===== src/gpio_pkg.sv =====
/*
 * Shared bus types and register word offsets of the GPIO block.
 * Pins fill the low bits of a data word; bits above the pin count read as zero.
 */
`default_nettype none

package gpio_pkg;

  localparam int AddrWidth = 4;   // Word offsets 0 to 15, nine are decoded
  localparam int DataWidth = 32;  // Also the upper limit for the pin count

  typedef logic [AddrWidth-1:0] reg_addr_t;
  typedef logic [DataWidth-1:0] reg_data_t;

  // Control registers, read/write
  localparam reg_addr_t ADDR_DATA_OUT     = 4'd0;  // Device output value
  localparam reg_addr_t ADDR_OUT_EN       = 4'd1;  // Device output enable
  localparam reg_addr_t ADDR_PULL_EN      = 4'd2;  // Pull enable per pin
  localparam reg_addr_t ADDR_PULL_SEL     = 4'd3;  // Pull level, 1 pulls up

  // Synchronized pin levels, writes are ignored
  localparam reg_addr_t ADDR_DATA_IN      = 4'd4;

  // Interrupt status and enables
  localparam reg_addr_t ADDR_INTR_STATE   = 4'd5;  // Write 1 to clear
  localparam reg_addr_t ADDR_INTR_RISE_EN = 4'd6;
  localparam reg_addr_t ADDR_INTR_FALL_EN = 4'd7;

  // Sticky flag per pin where device and host drove at the same time
  localparam reg_addr_t ADDR_CONTENTION   = 4'd8;  // Write 1 to clear

endpackage

`default_nettype wire


===== src/gpio_pin_if.sv =====
/*
 * Device side pad controls and the resolved pin levels.
 * Carries no clock; every consumer registers on its own clock.
 */
`default_nettype none

interface gpio_pin_if #(
  parameter int NGpio = 16
);

  logic [NGpio-1:0] d2p;       // Device output value
  logic [NGpio-1:0] en_d2p;    // Device output enable
  logic [NGpio-1:0] pull_en;   // Pull enable
  logic [NGpio-1:0] pull_sel;  // Pull level when enabled
  logic [NGpio-1:0] p2d;       // Resolved pin level from the pads

  // Register file side, owns the pad controls
  modport ctrl (
    output d2p,
    output en_d2p,
    output pull_en,
    output pull_sel
  );

  // Pad bank side, resolves the pins
  modport pad (
    input  d2p,
    input  en_d2p,
    input  pull_en,
    input  pull_sel,
    output p2d
  );

  // Input path only observes the resolved levels
  modport sense (
    input p2d
  );

endinterface

`default_nettype wire


===== src/gpio_in_sync.sv =====
/*
 * Two-flop synchronizer on the resolved pins, then edge detection.
 * Levels and edge pulses appear two cycles after the pad changes.
 */
`default_nettype none

module gpio_in_sync #(
  parameter int NGpio = 16
) (
  input  logic             clk_i,
  input  logic             rst_ni,
  gpio_pin_if.sense        pins,
  output logic [NGpio-1:0] pin_in,
  output logic [NGpio-1:0] rise,
  output logic [NGpio-1:0] fall
);

  logic [NGpio-1:0] sync_q1;  // First stage, may be metastable on real pads
  logic [NGpio-1:0] sync_q2;  // Settled level
  logic [NGpio-1:0] prev_q;   // Settled level one cycle back

  always_ff @(posedge clk_i or negedge rst_ni) begin
    if (!rst_ni) begin
      sync_q1 <= '0;
      sync_q2 <= '0;
    end else begin
      sync_q1 <= pins.p2d;
      sync_q2 <= sync_q1;
    end
  end

  always_ff @(posedge clk_i or negedge rst_ni) begin
    if (!rst_ni) begin
      prev_q <= '0;
    end else begin
      prev_q <= sync_q2;
    end
  end

  // Pulses last one cycle since prev_q catches up on the next edge
  assign rise   =  sync_q2 & ~prev_q;
  assign fall   = ~sync_q2 &  prev_q;
  assign pin_in = sync_q2;

endmodule

`default_nettype wire


===== src/gpio_pad_bank.sv =====
/*
 * Behavioral pad model with a registered pin level that resets to zero.
 * Priority per pin is device drive, host drive, pull, then the bus keeper.
 */
`default_nettype none

module gpio_pad_bank #(
  parameter int NGpio = 16
) (
  input  logic             clk_i,
  input  logic             rst_ni,
  input  logic [NGpio-1:0] host_val,
  input  logic [NGpio-1:0] host_en,
  output logic [NGpio-1:0] contention,
  gpio_pin_if.pad          pins
);

  logic [NGpio-1:0] p2d_d;
  logic [NGpio-1:0] contention_d;

  // Resolve every pin on its own
  always_comb begin
    for (int i = 0; i < NGpio; i++) begin
      if (pins.en_d2p[i]) begin
        p2d_d[i] = pins.d2p[i];       // The device wins over the host
      end else if (host_en[i]) begin
        p2d_d[i] = host_val[i];
      end else if (pins.pull_en[i]) begin
        p2d_d[i] = pins.pull_sel[i];
      end else begin
        p2d_d[i] = pins.p2d[i];       // Nobody drives, the keeper holds the level
      end
    end
  end

  // Both sides drive the pin in this cycle
  assign contention_d = pins.en_d2p & host_en;

  always_ff @(posedge clk_i or negedge rst_ni) begin
    if (!rst_ni) begin
      pins.p2d <= '0;
    end else begin
      pins.p2d <= p2d_d;
    end
  end

  // One pulse per cycle of overlap, the register file makes it sticky
  always_ff @(posedge clk_i or negedge rst_ni) begin
    if (!rst_ni) begin
      contention <= '0;
    end else begin
      contention <= contention_d;
    end
  end

endmodule

`default_nettype wire


===== src/gpio_regs.sv =====
/*
 * Register file on a plain write/read strobe bus, reads return one cycle later.
 * Status bits are write-1-to-clear; a new event in the same cycle wins over the clear.
 */
`default_nettype none

module gpio_regs #(
  parameter int NGpio = 16
) (
  input  logic                clk_i,
  input  logic                rst_ni,
  input  logic                we,
  input  logic                re,
  input  gpio_pkg::reg_addr_t addr,
  input  gpio_pkg::reg_data_t wdata,
  input  logic [NGpio-1:0]    pin_in,
  input  logic [NGpio-1:0]    rise,
  input  logic [NGpio-1:0]    fall,
  input  logic [NGpio-1:0]    contention,
  output gpio_pkg::reg_data_t rdata,
  output logic                rvalid,
  output logic                intr,
  gpio_pin_if.ctrl            pins
);

  logic [NGpio-1:0] data_out_q;
  logic [NGpio-1:0] out_en_q;
  logic [NGpio-1:0] pull_en_q;
  logic [NGpio-1:0] pull_sel_q;
  logic [NGpio-1:0] intr_state_q;
  logic [NGpio-1:0] intr_rise_en_q;
  logic [NGpio-1:0] intr_fall_en_q;
  logic [NGpio-1:0] contention_q;

  logic [NGpio-1:0] wr_bits;    // Bus data cut to the pin count
  logic [NGpio-1:0] read_bits;  // Selected register before zero extension
  gpio_pkg::reg_data_t rdata_d;

  assign wr_bits = wdata[NGpio-1:0];

  // Control registers
  always_ff @(posedge clk_i or negedge rst_ni) begin
    if (!rst_ni) begin
      data_out_q     <= '0;
      out_en_q       <= '0;
      pull_en_q      <= '0;
      pull_sel_q     <= '0;
      intr_rise_en_q <= '0;
      intr_fall_en_q <= '0;
    end else if (we) begin
      case (addr)
        gpio_pkg::ADDR_DATA_OUT:     data_out_q     <= wr_bits;
        gpio_pkg::ADDR_OUT_EN:       out_en_q       <= wr_bits;
        gpio_pkg::ADDR_PULL_EN:      pull_en_q      <= wr_bits;
        gpio_pkg::ADDR_PULL_SEL:     pull_sel_q     <= wr_bits;
        gpio_pkg::ADDR_INTR_RISE_EN: intr_rise_en_q <= wr_bits;
        gpio_pkg::ADDR_INTR_FALL_EN: intr_fall_en_q <= wr_bits;
        default: ;                                   // Read-only and status offsets
      endcase
    end
  end

  // Every edge is recorded, the enables only gate the interrupt line
  always_ff @(posedge clk_i or negedge rst_ni) begin
    if (!rst_ni) begin
      intr_state_q <= '0;
    end else if (we && addr == gpio_pkg::ADDR_INTR_STATE) begin
      intr_state_q <= (intr_state_q & ~wr_bits) | rise | fall;
    end else begin
      intr_state_q <= intr_state_q | rise | fall;
    end
  end

  always_ff @(posedge clk_i or negedge rst_ni) begin
    if (!rst_ni) begin
      contention_q <= '0;
    end else if (we && addr == gpio_pkg::ADDR_CONTENTION) begin
      contention_q <= (contention_q & ~wr_bits) | contention;
    end else begin
      contention_q <= contention_q | contention;
    end
  end

  // Read mux, unused offsets return zero
  always_comb begin
    case (addr)
      gpio_pkg::ADDR_DATA_OUT:     read_bits = data_out_q;
      gpio_pkg::ADDR_OUT_EN:       read_bits = out_en_q;
      gpio_pkg::ADDR_PULL_EN:      read_bits = pull_en_q;
      gpio_pkg::ADDR_PULL_SEL:     read_bits = pull_sel_q;
      gpio_pkg::ADDR_DATA_IN:      read_bits = pin_in;  // Already two flops behind the pad
      gpio_pkg::ADDR_INTR_STATE:   read_bits = intr_state_q;
      gpio_pkg::ADDR_INTR_RISE_EN: read_bits = intr_rise_en_q;
      gpio_pkg::ADDR_INTR_FALL_EN: read_bits = intr_fall_en_q;
      gpio_pkg::ADDR_CONTENTION:   read_bits = contention_q;
      default:                     read_bits = '0;
    endcase
    rdata_d             = '0;
    rdata_d[NGpio-1:0]  = read_bits;
  end

  always_ff @(posedge clk_i or negedge rst_ni) begin
    if (!rst_ni) begin
      rdata  <= '0;
      rvalid <= 1'b0;
    end else begin
      rvalid <= re;
      if (re) begin
        rdata <= rdata_d;  // Held until the next read
      end
    end
  end

  // A pending bit raises the line when either enable of its pin is set
  assign intr = |(intr_state_q & (intr_rise_en_q | intr_fall_en_q));

  assign pins.d2p      = data_out_q;
  assign pins.en_d2p   = out_en_q;
  assign pins.pull_en  = pull_en_q;
  assign pins.pull_sel = pull_sel_q;

endmodule

`default_nettype wire


===== src/gpio_top.sv =====
/*
 * GPIO block with a behavioral pad model; the host side drives the pins directly.
 * NGpio may range from 1 to 32.
 */
`default_nettype none

module gpio_top #(
  parameter int NGpio = 16
) (
  input  logic                clk_i,
  input  logic                rst_ni,
  input  logic                we,
  input  logic                re,
  input  gpio_pkg::reg_addr_t addr,
  input  gpio_pkg::reg_data_t wdata,
  input  logic [NGpio-1:0]    host_val,
  input  logic [NGpio-1:0]    host_en,
  output gpio_pkg::reg_data_t rdata,
  output logic                rvalid,
  output logic                intr_o,
  output logic [NGpio-1:0]    pad_o
);

  logic [NGpio-1:0] pin_in;
  logic [NGpio-1:0] rise;
  logic [NGpio-1:0] fall;
  logic [NGpio-1:0] contention;

  gpio_pin_if #(.NGpio(NGpio)) pins ();

  gpio_regs #(.NGpio(NGpio)) u_regs (
    .clk_i      (clk_i),
    .rst_ni     (rst_ni),
    .we         (we),
    .re         (re),
    .addr       (addr),
    .wdata      (wdata),
    .pin_in     (pin_in),
    .rise       (rise),
    .fall       (fall),
    .contention (contention),
    .rdata      (rdata),
    .rvalid     (rvalid),
    .intr       (intr_o),
    .pins       (pins.ctrl)
  );

  gpio_pad_bank #(.NGpio(NGpio)) u_pad_bank (
    .clk_i      (clk_i),
    .rst_ni     (rst_ni),
    .host_val   (host_val),
    .host_en    (host_en),
    .contention (contention),
    .pins       (pins.pad)
  );

  gpio_in_sync #(.NGpio(NGpio)) u_in_sync (
    .clk_i  (clk_i),
    .rst_ni (rst_ni),
    .pins   (pins.sense),
    .pin_in (pin_in),
    .rise   (rise),
    .fall   (fall)
  );

  assign pad_o = pins.p2d;  // Resolved levels as seen on the pads

endmodule

`default_nettype wire

===== config.mk =====
export PLATFORM = sky130hd
export DESIGN_NAME = gpio_top
export DESIGN_NICKNAME = d
export VERILOG_FILES = /design/src/gpio_pkg.sv /design/src/gpio_pin_if.sv /design/src/gpio_in_sync.sv /design/src/gpio_pad_bank.sv /design/src/gpio_regs.sv /design/src/gpio_top.sv
export SDC_FILE = /design/constraint.sdc
export NUM_CORES = 1
export LEC_CHECK = 0
export BUFFER_PORTS_ARGS = -buffer_cell sky130_fd_sc_hd__buf_2
export CORE_MARGIN = 3
export CORE_UTILIZATION = 58
export CTS_BUF_LIST = sky130_fd_sc_hd__clkbuf_16
export CTS_CLUSTER_DIAMETER = 30
export DETAILED_ROUTE_END_ITERATION = 8
export GPL_ROUTABILITY_DRIVEN = 0
export PLACE_DENSITY_LB_ADDON = 0.15
export SYNTH_ARGS = -nofsm -noshare
export SYNTH_HDL_FRONTEND = slang
export SYNTH_HIERARCHICAL = 1
export SYNTH_SLANG_ARGS = --single-unit

===== constraint.sdc =====
create_clock -name clk_i -period 1.8 [get_ports clk_i]
set_clock_uncertainty 0.15 [all_clocks]
set_input_delay 0.18 -clock clk_i [delete_from_list [all_inputs] [get_ports clk_i]]
set_output_delay 0.18 -clock clk_i [all_outputs]
set_load 0.1 [all_outputs]

== Word level (Yosys, flattened, before mapping) ==
Cells that the tools add are included.
W data, S select, Z words.

* Multiplexer cells: 51
* Bitwise gates (word level): 16
* Equal/unequal tests: 8
* Reduce and logical (&&, ||, !) cells: 26

{| class="wikitable"
|+ Operator list
! kind !! count
|-
| $pmux W16 S9 || 1
|-
| $or A16 B16 Y16 || 7
|-
| $and A16 B16 Y16 || 6
|-
| $mux W1 || 48
|-
| $not A16 Y16 || 3
|-
| $reduce_bool A3 Y1 || 16
|-
| $mux W16 || 2
|-
| $eq A4 B3 Y1 const B || 4
|-
| $reduce_or A16 Y1 || 1
|-
| $reduce_and A2 Y1 || 6
|-
| $eq A4 B2 Y1 const B || 2
|-
| $eq A4 B1 Y1 const B || 1
|-
| $eq A4 B4 Y1 const B || 1
|-
| $logic_not A4 Y1 || 1
|-
| $logic_and A1 B1 Y1 || 2
|}

* Output and inout bits: 50
* Input port bits: 72
* Bits in registers: 225
* Logic and storage cells: 131

== Depth between registers and ports, before layout ==
Gate-level depths: netlist of the first run.

* Depth in word-level cells: 5
* Depth in mapped cells: 8
* Gate-level depth less buffers: 4

== Cells and area by module ==
The synthesis of the first run kept the hierarchy.

{| class="wikitable"
|+ By module, submodules not included
! module !! area an instance (um^2) !! cells an instance !! instances !! sequential area each (um^2)
|-
| gpio_regs || 7071.8 || 573 || 1 || 3628.5
|-
| gpio_in_sync || 1481.4 || 80 || 1 || 1201.2
|-
| gpio_pad_bank || 1381.3 || 112 || 1 || 800.8
|}

== Least setup slack after synthesis of the first run ==
OpenSTA, ideal clock, no wires.

* Kind: register -> output
* Start point: register u_regs.intr_fall_en_q[6]
* End point: output intr_o
* Cell stages (with the launch flop): 4
* Buffers on the path: 0
* Arrival time: 1568 ps
* Setup slack: -98 ps
* Path through: dfrtp_1 > o21ai_0 > nand4_1 > or4_1

* Longest elaborated chain between the ends: 3

{| class="wikitable"
|+ RTL lines
! what !! line !! RTL
|-
| start: declaration || gpio_regs.sv:32 || <nowiki>logic [NGpio-1:0] intr_fall_en_q;</nowiki>
|-
| start signal: assignment || gpio_regs.sv:57 || <nowiki>gpio_pkg::ADDR_INTR_FALL_EN: intr_fall_en_q <= wr_bits;</nowiki>
|-
| $or A16 B16 Y16 || gpio_regs.sv:115 || <nowiki>assign intr = |(intr_state_q & (intr_rise_en_q | intr_fall_en_q));</nowiki>
|-
| $and A16 B16 Y16 || gpio_regs.sv:115 ||
|-
| $reduce_or A16 Y1 || gpio_regs.sv:115 ||
|-
| end: declaration || gpio_top.sv:20 || <nowiki>output logic intr_o,</nowiki>
|}

Every way passes these cells.

== Final worst setup path of the first run ==
* Start point: register u_regs.intr_rise_en_q[1]
* End point: output intr_o

* Longest elaborated chain between the ends: 3

{| class="wikitable"
|+ RTL lines
! what !! line !! RTL
|-
| start: declaration || gpio_regs.sv:31 || <nowiki>logic [NGpio-1:0] intr_rise_en_q;</nowiki>
|-
| start signal: assignment || gpio_regs.sv:56 || <nowiki>gpio_pkg::ADDR_INTR_RISE_EN: intr_rise_en_q <= wr_bits;</nowiki>
|-
| $or A16 B16 Y16 || gpio_regs.sv:115 ||
|-
| $and A16 B16 Y16 || gpio_regs.sv:115 ||
|-
| $reduce_or A16 Y1 || gpio_regs.sv:115 ||
|}

Every way passes these cells.

==> results of run 1 <==
metrics by stage:
stage               total power (uW)  setup WS, ns  cells  area [um^2]  utilization (%)
floorplan                       9698       0.05646    780         9995                -
global placement               10910       -0.1278   1165        11520            68.95
detailed placement             11100       -0.1771   1165        11520            68.95
CTS                            19280       -0.5599   1294        13500            80.81
global route                   20000       -0.5682   1295        13530            81.02
finish                         19300       -0.5245   1295        13530            81.02
power by group:
part           switching [uW]  internal [uW]
clock                    2680           5320
combinational            2560           1700
sequential                847           6190
total                    6080          13200
per-layer routing:
metal  vias to the layer above  routed length [um]  track usage (%)
met4                         0                1358            16.02
li1                       3339                   -                -
met2                       349               13640            50.52
met5                         -                   0                0
met3                       108                1736            5.478
met1                      3858               11270            39.33
flip-flops by register name, indices dropped and copies added (netlist names):
signal	cells
u_pad_bank/contention	16
u_pad_bank/pins.p2d	16
u_regs/pins.en_d2p	16
u_regs/pins.d2p	16
u_regs/rvalid	1
u_regs/intr_state_q	16
u_in_sync/sync_q1	16
u_regs/intr_fall_en_q	16
u_regs/pins.pull_en	16
u_regs/pins.pull_sel	16
u_regs/intr_rise_en_q	16
u_regs/rdata	16
u_in_sync/prev_q	16
u_regs/contention_q	16
u_in_sync/pin_in	16
synthesized netlist by cell type (7+ instances only):
cell type / number / area share [%]
buf_2: 12 / 0.60
a211o_1: 16 / 1.4
buf_4: 29 / 2.2
mux2_1: 19 / 2.2
a21o_1: 19 / 1.4
nor2b_1: 14 / 0.88
and2_1: 19 / 1.2
o21ai_0: 20 / 1.0
o22a_1: 7 / 0.62
a31oi_1: 7 / 0.44
nor2_1: 17 / 0.64
mux2_2: 95 / 11
dfrtp_1: 225 / 57
a22oi_1: 17 / 1.3
o21ai_1: 16 / 0.81
nand2_1: 62 / 2.3
mux2i_1: 41 / 4.1
and2b_2: 32 / 2.8
a21oi_1: 9 / 0.45
final cells by class:
class                   instances  share of cell area [%]
repair buffers                266                   15.61
clock buffers                  44                   8.137
flip-flops and latches        225                   41.61
well taps                     220                   2.034
multi-input cells             504                   29.89
inverters                       1                 0.02774
clock inverters                35                   2.691
how the worst min path moves through the flow:
stage               startpoint                                 end  slack, ns  cells after the start
floorplan               rst_ni       u_in_sync/pin_in[0]$_DFF_PN0_      -0.27                      0
global placement        rst_ni     u_in_sync/sync_q1[12]$_DFF_PN0_     -0.003                      1
detailed placement      rst_ni       u_in_sync/pin_in[6]$_DFF_PN0_     -0.002                      1
CTS                     rst_ni     u_in_sync/sync_q1[12]$_DFF_PN0_       0.05                      2
global route            rst_ni     u_in_sync/sync_q1[12]$_DFF_PN0_       0.08                      2
finish                  rst_ni  u_pad_bank/pins.p2d[6]$_DFFE_PN0P_       0.05                      2
logic make-up (layout without fill, tap and decap cells):
kind of cell | after synthesis | count (layout) | share of synthesized area, %
flops | 225 | 225 | 56.68
simple gates | 185 | 185 | 11.33
mux | 159 | 159 | 17.96
compound gates | 144 | 144 | 10.50
buf+inv | 51 | 346 | 3.489
other cells | 1 | 16 | 0.03775
timing repair:
| item | 4_1_cts | 5_1_grt |
|---|---|---|
| pin swaps | 2 | 2 |
| hold buffers | 50 | 0 |
| gates resized for setup | 11 | 15 |
| endpoints found under the hold margin | 386 | 0 |
| buffers inserted | 0 | 1 |
| setup endpoints to repair | 1 | 3 |
worst max-delay path: cells and delay by family, from the launching register on:
family | cells | cell delay (ns)
AOI/OAI and AO/OA | 1 | 0.13
buffers and inverters | 2 | 0.32
DFF | 1 | 0.40
and+or+nand+nor | 2 | 0.63
==> summary.md, run 1 <==
| Metric | Value |
|---|---|
| FF+latch count, synth | 225 |
| Max Clk Rate | 430.2 MHz |
| Worst Tran Pin Value | 0.4717 ns |
| Routed WL per cell | 21.62 um |
| Via density | 5.910 |
| # setup viols final | 1 |
| Static Leak | 0.006228 uW |
| Vias post-DR | 7654 |
| CTS buffer count | 43 |
| Ant. Diodes | 0 |
| Most common cell after layout, fill and taps aside | dfrtp_1 |
| Post-synthesis cell area | 9935 um^2 |
| Core Box Area | 16700 um^2 |
| DRC violation count after routing | 0 |
| CP Capture Point | intr_o |
| Input/output buffers | 89 |
| Hpwl dp | 18300 um |
| Crit path kind | reg2out |
| TritonCTS clock tree | built |
| Max FO, Critical Path | 2 |
| Final setup margin | -0.5245 ns |
| Period utilization | 129.1% |
| Number of DRC markers in iteration 0 | 486 |
| Reg2reg end | u_regs/rdata[15]$_DFFE_PN0P_ |
| Vias in the first global route | 8407 |
| Num ports | 122 |
| Failing checks | setup timing |
| Std-Cell Rows | 47 |
| CP Capture Type | primary output |
| Async S/R FF share, synth | 100.0% |
| Worst R2R Path Depth | 5 |
| GRT Total Usage | 30.79% |
| Worst stage delay on the critical path | 0.54 ns |
| Post-synthesis sequential area ratio | 56.68% |
| Clock slew at reported path FFs | 0.05 ns |
| TNS Setup | -0.5245 ns |
| Slowest CP cell | or4_4 |
| Max clock buf depth | 3 |
| Period minus WS final | 2.325 ns |
| Nets@finish | 1113 |
| Rel. slew slack | 67.74% |
| Avg Cell Area, Syn | 12.99 um^2 |
| Required @ worst endpoint | 1.47 ns |
| Total clock sinks | 225 |
| Max cap viols | 0 |
| Clock Latency Late Sink | 0.52 ns |
| Register area | 5630 um^2 |
| Largest net degree at the start of global routing | 57 |
| Most frequent cells in the layout | dfrtp_1 (225), buf_4 (112), mux2_2 (95) |
| Tightest Hold Check Type | in2async |
| Area Growth Syn to Fin | 36.21% |
| Post-synth EDFFs | 0 |
| Die Y | 136.9 um |
| Slew Viols, Final | 0 |
| Post-route antenna net violation count | 0 |
| Worst VDD drop | 914.0 uV |
| WHS | 0.04980 ns |
| Area of the multi-input gates | 4045 um^2 |
| Post-Synthesis Cells | 765 |
| Synth cell types | 56 |
| First-pass GRT wire length | 44160 um |
| Ys Warns | 6 |
| Initial Util | 59.48% |
| Routed wire length | 28000 um |
| Unrepaired setup endpoints after global routing | yes |
| Fin. Hold Viols | 0 |
| Overflow after GRT | 0 |
| Reg-to-reg startpoint | u_regs/intr_state_q[15]$_DFF_PN0_ |
| Worst reg-to-reg setup slack | 0.02 ns |
| Most frequently used flop master after synthesis | dfrtp_1 |
| WP data arrival | 1.99 ns |
| Fillers | 947 |
| Status | finished with violations |
| H-tree levels | 2 |
| CTS root buf | clkbuf_16 |
| CP Launch Point | u_regs/intr_rise_en_q[1]$_DFFE_PN0P_ |
| Drt first pass iters | 4 |
| Crit-path cells | o21ai_1 -> buf_4 -> nand4_1 -> or4_4 -> buf_12 |
| Crit path launch type | flip-flop |
| Pwr dens | 1426 nW/um^2 |
| Antenna violations before repair | 0 |
| Die width | 136.9 um |
| Die area | 18730 um^2 |
| Layout cells sized above 1 | 41.02% |
No activity file was read; power rests on OpenSTA's default activity.
==> run 2, diff against run 1 <==
- CORE_ASPECT_RATIO: unset -> 1.25
- CTS_CLUSTER_DIAMETER: 30 -> 60
==> summary.md, run 2 (synthesis results as in run 1) <==
| Metric | Value |
|---|---|
| Layout cells sized above 1 | 38.69% (-2.3 points) |
| Crit path launch type | flip-flop |
| Period minus WS final | 2.312 ns (-0.01243 ns) |
| Num ports | 122 (unchanged) |
| Vias in the first global route | 7754 (-7.8%) |
| Most common cell after layout, fill and taps aside | dfrtp_1 |
| CTS root buf | clkbuf_16 |
| Die area | 18750 um^2 (about the same) |
| Most frequent cells in the layout | dfrtp_1 (225), buf_4 (97), mux2_2 (95) |
| Unrepaired setup endpoints after global routing | yes |
| Pwr dens | 1257 nW/um^2 (-12%) |
| Hpwl dp | 18370 um (+0.34%) |
| Rel. slew slack | 46.43% (-21 points) |
| Max clock buf depth | 3 (unchanged) |
| Area Growth Syn to Fin | 27.67% |
| P_int | 10620 uW (-20%) |
| Core Box Area | 16530 um^2 (-1.0%) |
| Die width | 123.1 um (-10%) |
| Max cap viols | 0 (unchanged) |
| Std-Cell Rows | 52 (+11%) |
| Ant. Diodes | 0 (unchanged) |
| Required @ worst endpoint | 1.47 ns (about the same) |
| GRT Total Usage | 29.25% (-1.5 points) |
| Die Y | 152.3 um (+11%) |
| Antenna violations before repair | 0 (unchanged) |
| DRC violation count after routing | 0 (unchanged) |
| Drt first pass iters | 5 (+1) |
| Combinational power share | 26.1% (+4.0 points) |
| TritonCTS clock tree | built |
| Clock power frac | 29.7% (-12 points) |
| Routed wire length | 27310 um (-2.4%) |
| Initial Util | 60.12% (+0.63 points) |
| Static Leak | 0.005832 uW (-6.4%) |
| Placed cell area | 11370 um^2 (-1.3%) |
| Number of DRC markers in iteration 0 | 634 (+30%) |
| Status | finished with violations |
| Slew Viols, Final | 0 (unchanged) |
| Worst VDD drop | 1019 uV (+12%) |
| Switching power | 5323 uW (-12%) |
| Design Area, Final | 12680 um^2 (-6.3%) |
| Post-route antenna net violation count | 0 (unchanged) |
| Max Clk Rate | 432.5 MHz (+0.54%) |
| Overflow after GRT | 0 (unchanged) |
| # setup viols final | 1 (unchanged) |
| Period utilization | 128.4% (-0.69 points) |
| First-pass GRT wire length | 42440 um (-3.9%) |
| Input/output buffers | 89 (unchanged) |
| Via density | 5.939 (+0.49%) |
| H-tree levels | 1 (-1) |
| Switching share of power | 33.39% (+1.9 points) |
| Max FO, Critical Path | 2 (unchanged) |
| Clock slew at reported path FFs | 0.06 ns (about the same) |
| Final setup margin | -0.5121 ns (+0.01243 ns) |
| CTS buffer count | 23 (-47%) |
| Tightest Hold Check Type | in2async |
| Largest net degree at the start of global routing | 64 (+12%) |
| Failing checks | setup timing |
| Clock Latency Late Sink | 0.50 ns (-0.02 ns) |
| WHS | 0.1441 ns (+0.09431 ns) |
| WP data arrival | 1.98 ns (about the same) |
| Total clock sinks | 225 (unchanged) |
| Nets@finish | 1077 (-3.2%) |
| Worst Tran Pin Value | 0.8009 ns (+0.3292 ns) |
| Crit path kind | reg2out |
| Vias post-DR | 7347 (-4.0%) |
| Fin. Hold Viols | 0 (unchanged) |
| Flop pwr share | 44.1% (+7.6 points) |
| Routed WL per cell | 22.08 um (+2.1%) |
| CP Capture Type | primary output |
| Fillers | 1047 (+11%) |
## run 2: cell types whose count changed in the layout (fill, tap and decap cells not counted), moves of 2 or more
cell | before | now
bufinv_16 | 6 | 3
clkinv_1 | 8 | 3
buf_4 | 112 | 97
o21ai_2 | 6 | 9
clkinvlp_4 | 9 | 1
buf_12 | 16 | 14
clkbuf_16 | 44 | 23
o21ai_0 | 6 | 4
## run 2: worst paths after layout
path,depth (start not counted),slack [ns],endpoint,from
max,4,-0.51,intr_o,u_regs/intr_fall_en_q[5]$_DFFE_PN0P_
min,3,0.14,u_regs/contention_q[3]$_DFF_PN0_,rst_ni
max reg2reg,5,0.04,u_regs/rdata[15]$_DFFE_PN0P_,u_regs/intr_state_q[15]$_DFF_PN0_
min reg2reg,0,0.20,u_in_sync/pin_in[13]$_DFF_PN0_,u_in_sync/sync_q1[13]$_DFF_PN0_
max in group asynchronous,3,0.18,u_regs/intr_state_q[2]$_DFF_PN0_,rst_ni
min in group clk_i,3,0.18,u_regs/rdata[12]$_DFFE_PN0P_,addr[3]
## run 2: layout make-up
class / instances / area [um^2] / share of cell area [%]
tap: 216 / 270.3 / 2.131
multi-input combinational: 504 / 4059 / 32.00
sequential: 225 / 5630 / 44.39
timing repair buffer: 250 / 1969 / 15.53
inverter: 1 / 3.754 / 0.02959
clock inverter: 18 / 175.2 / 1.381
clock buffer: 23 / 575.6 / 4.538
## run 2: critical path: stages, from the launching register on
cell and delay, ns:
dfrtp_1 0.39, o21ai_2 0.17, nand4_1 0.14, or4_4 0.59, buf_12 0.19
## run 2: power by group through the flow
stage               combinational (uW)  clock, uW  sequential (uW)
floorplan                         1720          0             7980
global placement                  3890          0             6970
detailed placement                3990          0             7060
CTS                               4120       4800             7010
global route                      4380       5030             7180
finish                            4160       4740             7040
## run 2: metrics by stage
stage | power (uW) | TNS, ns | cells | setup WS (ns) | utilization [%]
after floorplan | 9698 | 0 | 780 | 0.05646 | -
after CTS | 15930 | -0.4904 | 1237 | -0.4904 | 76.63
after global placement | 10860 | -5.356 | 1145 | -0.2118 | 68.78
after global routing | 16600 | -0.5655 | 1237 | -0.5641 | 76.75
final | 15940 | -0.5121 | 1237 | -0.5121 | 76.75
after detailed placement | 11060 | -7.427 | 1145 | -0.2179 | 68.78
## run 2: per-layer routing
metal	up-vias	global-route usage, %	wire [um]
met5	-	0	0
met4	0	13.88	1327
met3	105	5.124	1870
met2	322	47.77	13370
met1	3682	37.79	10740
li1	3238	-	-
## run 2: what timing repair did
| item | CTS | global route |
|---|---|---|
| hold buffers | 51 | 0 |
| gates cloned | 0 | 0 |
| hold endpoints to repair | 387 | 0 |
| setup endpoints to repair | 2 | 4 |
| buffers inserted | 1 | 1 |
| resized for setup | 21 | 11 |
| pin swaps | 5 | 7 |
==> run 3, diff against run 2 <==
- SLEW_MARGIN: unset -> 5
- clock period: 1.8 -> 2.4 ns (I/O delays scaled with it)
==> summary.md, run 3 (synthesis results as in run 1) <==
| Metric | Value |
|---|---|
| Status | finished with violations |
| Failing checks | setup timing |
| TNS Setup | -0.02225 ns (+0.4898 ns) |
| Max FO, Critical Path | 3 (+1) |
| Post-route antenna net violation count | 0 (unchanged) |
| Clock power frac | 28.3% (-1.4 points) |
| Nets@finish | 1012 (-6.0%) |
| Design Area, Final | 11990 um^2 (-5.5%) |
| Clock Latency Late Sink | 0.50 ns (about the same) |
| Met1 wire length | 10350 um (-3.6%) |
| H-tree levels | 1 (unchanged) |
| Crit path launch type | flip-flop |
| CTS root buf | clkbuf_16 |
| Total clock sinks | 225 (unchanged) |
| Slew Viols, Final | 0 (unchanged) |
| Unrepaired setup endpoints after global routing | yes |
| Tightest Hold Check Type | in2async |
| Worst VDD drop | 729.5 uV (-28%) |
| Combinational power share | 25.0% (-1.1 points) |
| Top Layer Used | met4 |
| Largest net degree at the start of global routing | 77 (+20%) |
| Period minus WS final | 2.422 ns |
| DRC violation count after routing | 0 (unchanged) |
| Core Box Area | 16530 um^2 (unchanged) |
| Required @ worst endpoint | 2.01 ns (+0.54 ns) |
| Crit path kind | reg2out |
| Max Clk Rate | 412.8 MHz |
| Overflow after GRT | 0 (unchanged) |
| Pwr dens | 945.1 nW/um^2 (-25%) |
| Via density | 5.991 (+0.86%) |
| Rel. slew slack | 49.76% (+3.3 points) |
| WP data arrival | 2.03 ns (+0.05 ns) |
| Placed cell area | 10770 um^2 (-5.3%) |
| Drt first pass iters | 5 (unchanged) |
| Area of the multi-input gates | 4048 um^2 (-0.28%) |
| Flop pwr share | 46.7% (+2.6 points) |
| Num ports | 122 (unchanged) |
| Static Leak | 0.005440 uW (-6.7%) |
| Vias post-DR | 7009 (-4.6%) |
| Fin. Hold Viols | 0 (unchanged) |
| Std-Cell Rows | 52 (unchanged) |
| Die area | 18750 um^2 (unchanged) |
| Antenna violations before repair | 0 (unchanged) |
| Max clock buf depth | 3 (unchanged) |
| Initial Util | 60.12% (unchanged) |
| Fillers | 1137 (+8.6%) |
| Die Y | 152.3 um (unchanged) |
| Switching power | 3810 uW (-28%) |
| Register area | 5630 um^2 (unchanged) |
| Max cap viols | 0 (unchanged) |
| GRT Total Usage | 27.75% (-1.5 points) |
| Area Growth Syn to Fin | 20.67% |
| Final setup margin | -0.02225 ns (+0.4898 ns) |
| Input/output buffers | 89 (unchanged) |
| TritonCTS clock tree | built |
| Switching share of power | 33.63% (+0.24 points) |
| Met2 WL post-DR | 12860 um (-3.9%) |
| CTS buffer count | 22 (-4.3%) |
| First-pass GRT wire length | 40840 um (-3.8%) |
| Hpwl dp | 17220 um (-6.2%) |
| Ant. Diodes | 0 (unchanged) |
| P_int | 7519 uW (-29%) |
| CP Capture Type | primary output |
| Period utilization | 100.9% |
| Worst Tran Pin Value | 0.7536 ns (-0.04730 ns) |
| Vias in the first global route | 7553 (-2.6%) |
| DR WL met3 | 1517 um (-19%) |
| Most common cell after layout, fill and taps aside | dfrtp_1 |
| Layout cells sized above 1 | 33.23% (-5.5 points) |
| Clock slew at reported path FFs | 0.06 ns (about the same) |
| Routed WL per cell | 21.85 um (-1.0%) |
| # setup viols final | 1 (unchanged) |
| Routed wire length | 25570 um (-6.4%) |
| Number of DRC markers in iteration 0 | 576 (-9.1%) |
| Most frequent cells in the layout | dfrtp_1 (225), mux2_2 (95), buf_2 (87) |
| Die width | 123.1 um (unchanged) |
## run 3: path summary, 6_finish.rpt
| kind | start | end | slack (ns) | cells past startpoint |
|---|---|---|---|---|
| min in group clk_i | addr[3] | u_regs/rdata[2]$_DFFE_PN0P_ | 0.18 | 3 |
| worst min register to register | u_in_sync/sync_q1[7]$_DFF_PN0_ | u_in_sync/pin_in[7]$_DFF_PN0_ | 0.20 | 0 |
| worst max-delay path | u_regs/intr_rise_en_q[11]$_DFFE_PN0P_ | intr_o | -0.02 | 4 |
| worst max register to register | u_regs/intr_state_q[10]$_DFF_PN0_ | u_regs/rdata[10]$_DFFE_PN0P_ | 0.70 | 4 |
| worst min-delay path | rst_ni | u_in_sync/sync_q1[2]$_DFF_PN0_ | 0.15 | 2 |
| max in group asynchronous | rst_ni | u_regs/pins.pull_en[8]$_DFFE_PN0P_ | 1.22 | 3 |
## run 3: metal layers
| metal | global-route usage (%) | vias up |
|---|---|---|
| li1 | - | 3110 |
| met1 | 37.59 | 3572 |
| met2 | 46.18 | 260 |
| met3 | 3.750 | 67 |
| met4 | 9.393 | 0 |
| met5 | 0 | - |
## run 3: repair_timing
action,CTS,global route
buffers inserted,0,1
hold buffers,50,0
pin swaps,2,4
endpoints found under the hold margin,231,0
endpoints found under the setup margin,1,1
resized for setup,21,6
## run 3: critical path: stages, from the launching register on
cell	delay, ns
dfrtp_1	0.40
o21ai_2	0.19
nand4_1	0.15
or4_4	0.60
buf_12	0.19
## run 3: area by class of cell
class / instances / area share [%]
timing repair buffer: 186 / 11.46
inverter: 1 / 0.03131
multi-input combinational: 504 / 33.76
tap: 216 / 2.254
sequential: 225 / 46.97
clock inverter: 15 / 0.7202
clock buffer: 23 / 4.801
## run 3: power by group through the flow
stage,Combinational (uW),Sequential [uW],Clock [uW]
floorplan,1290,5980,0
global placement,2650,5260,0
detailed placement,2730,5330,0
CTS,2820,5280,3260
global route,3000,5400,3420
finish,2830,5290,3210
## run 3: stage by stage
stage	utilization [%]	cells	setup WS [ns]	hold WS, ns	total power, uW
after floorplan	-	780	0.4419	-0.2056	7273
after global placement	65.17	1081	0.2114	0.1105	7904
after detailed placement	65.17	1081	0.1850	0.1179	8059
after CTS	72.43	1169	0.0003983	0.1550	11360
after global routing	72.54	1170	-0.04203	0.2026	11820
final	72.54	1170	-0.02225	0.1533	11330
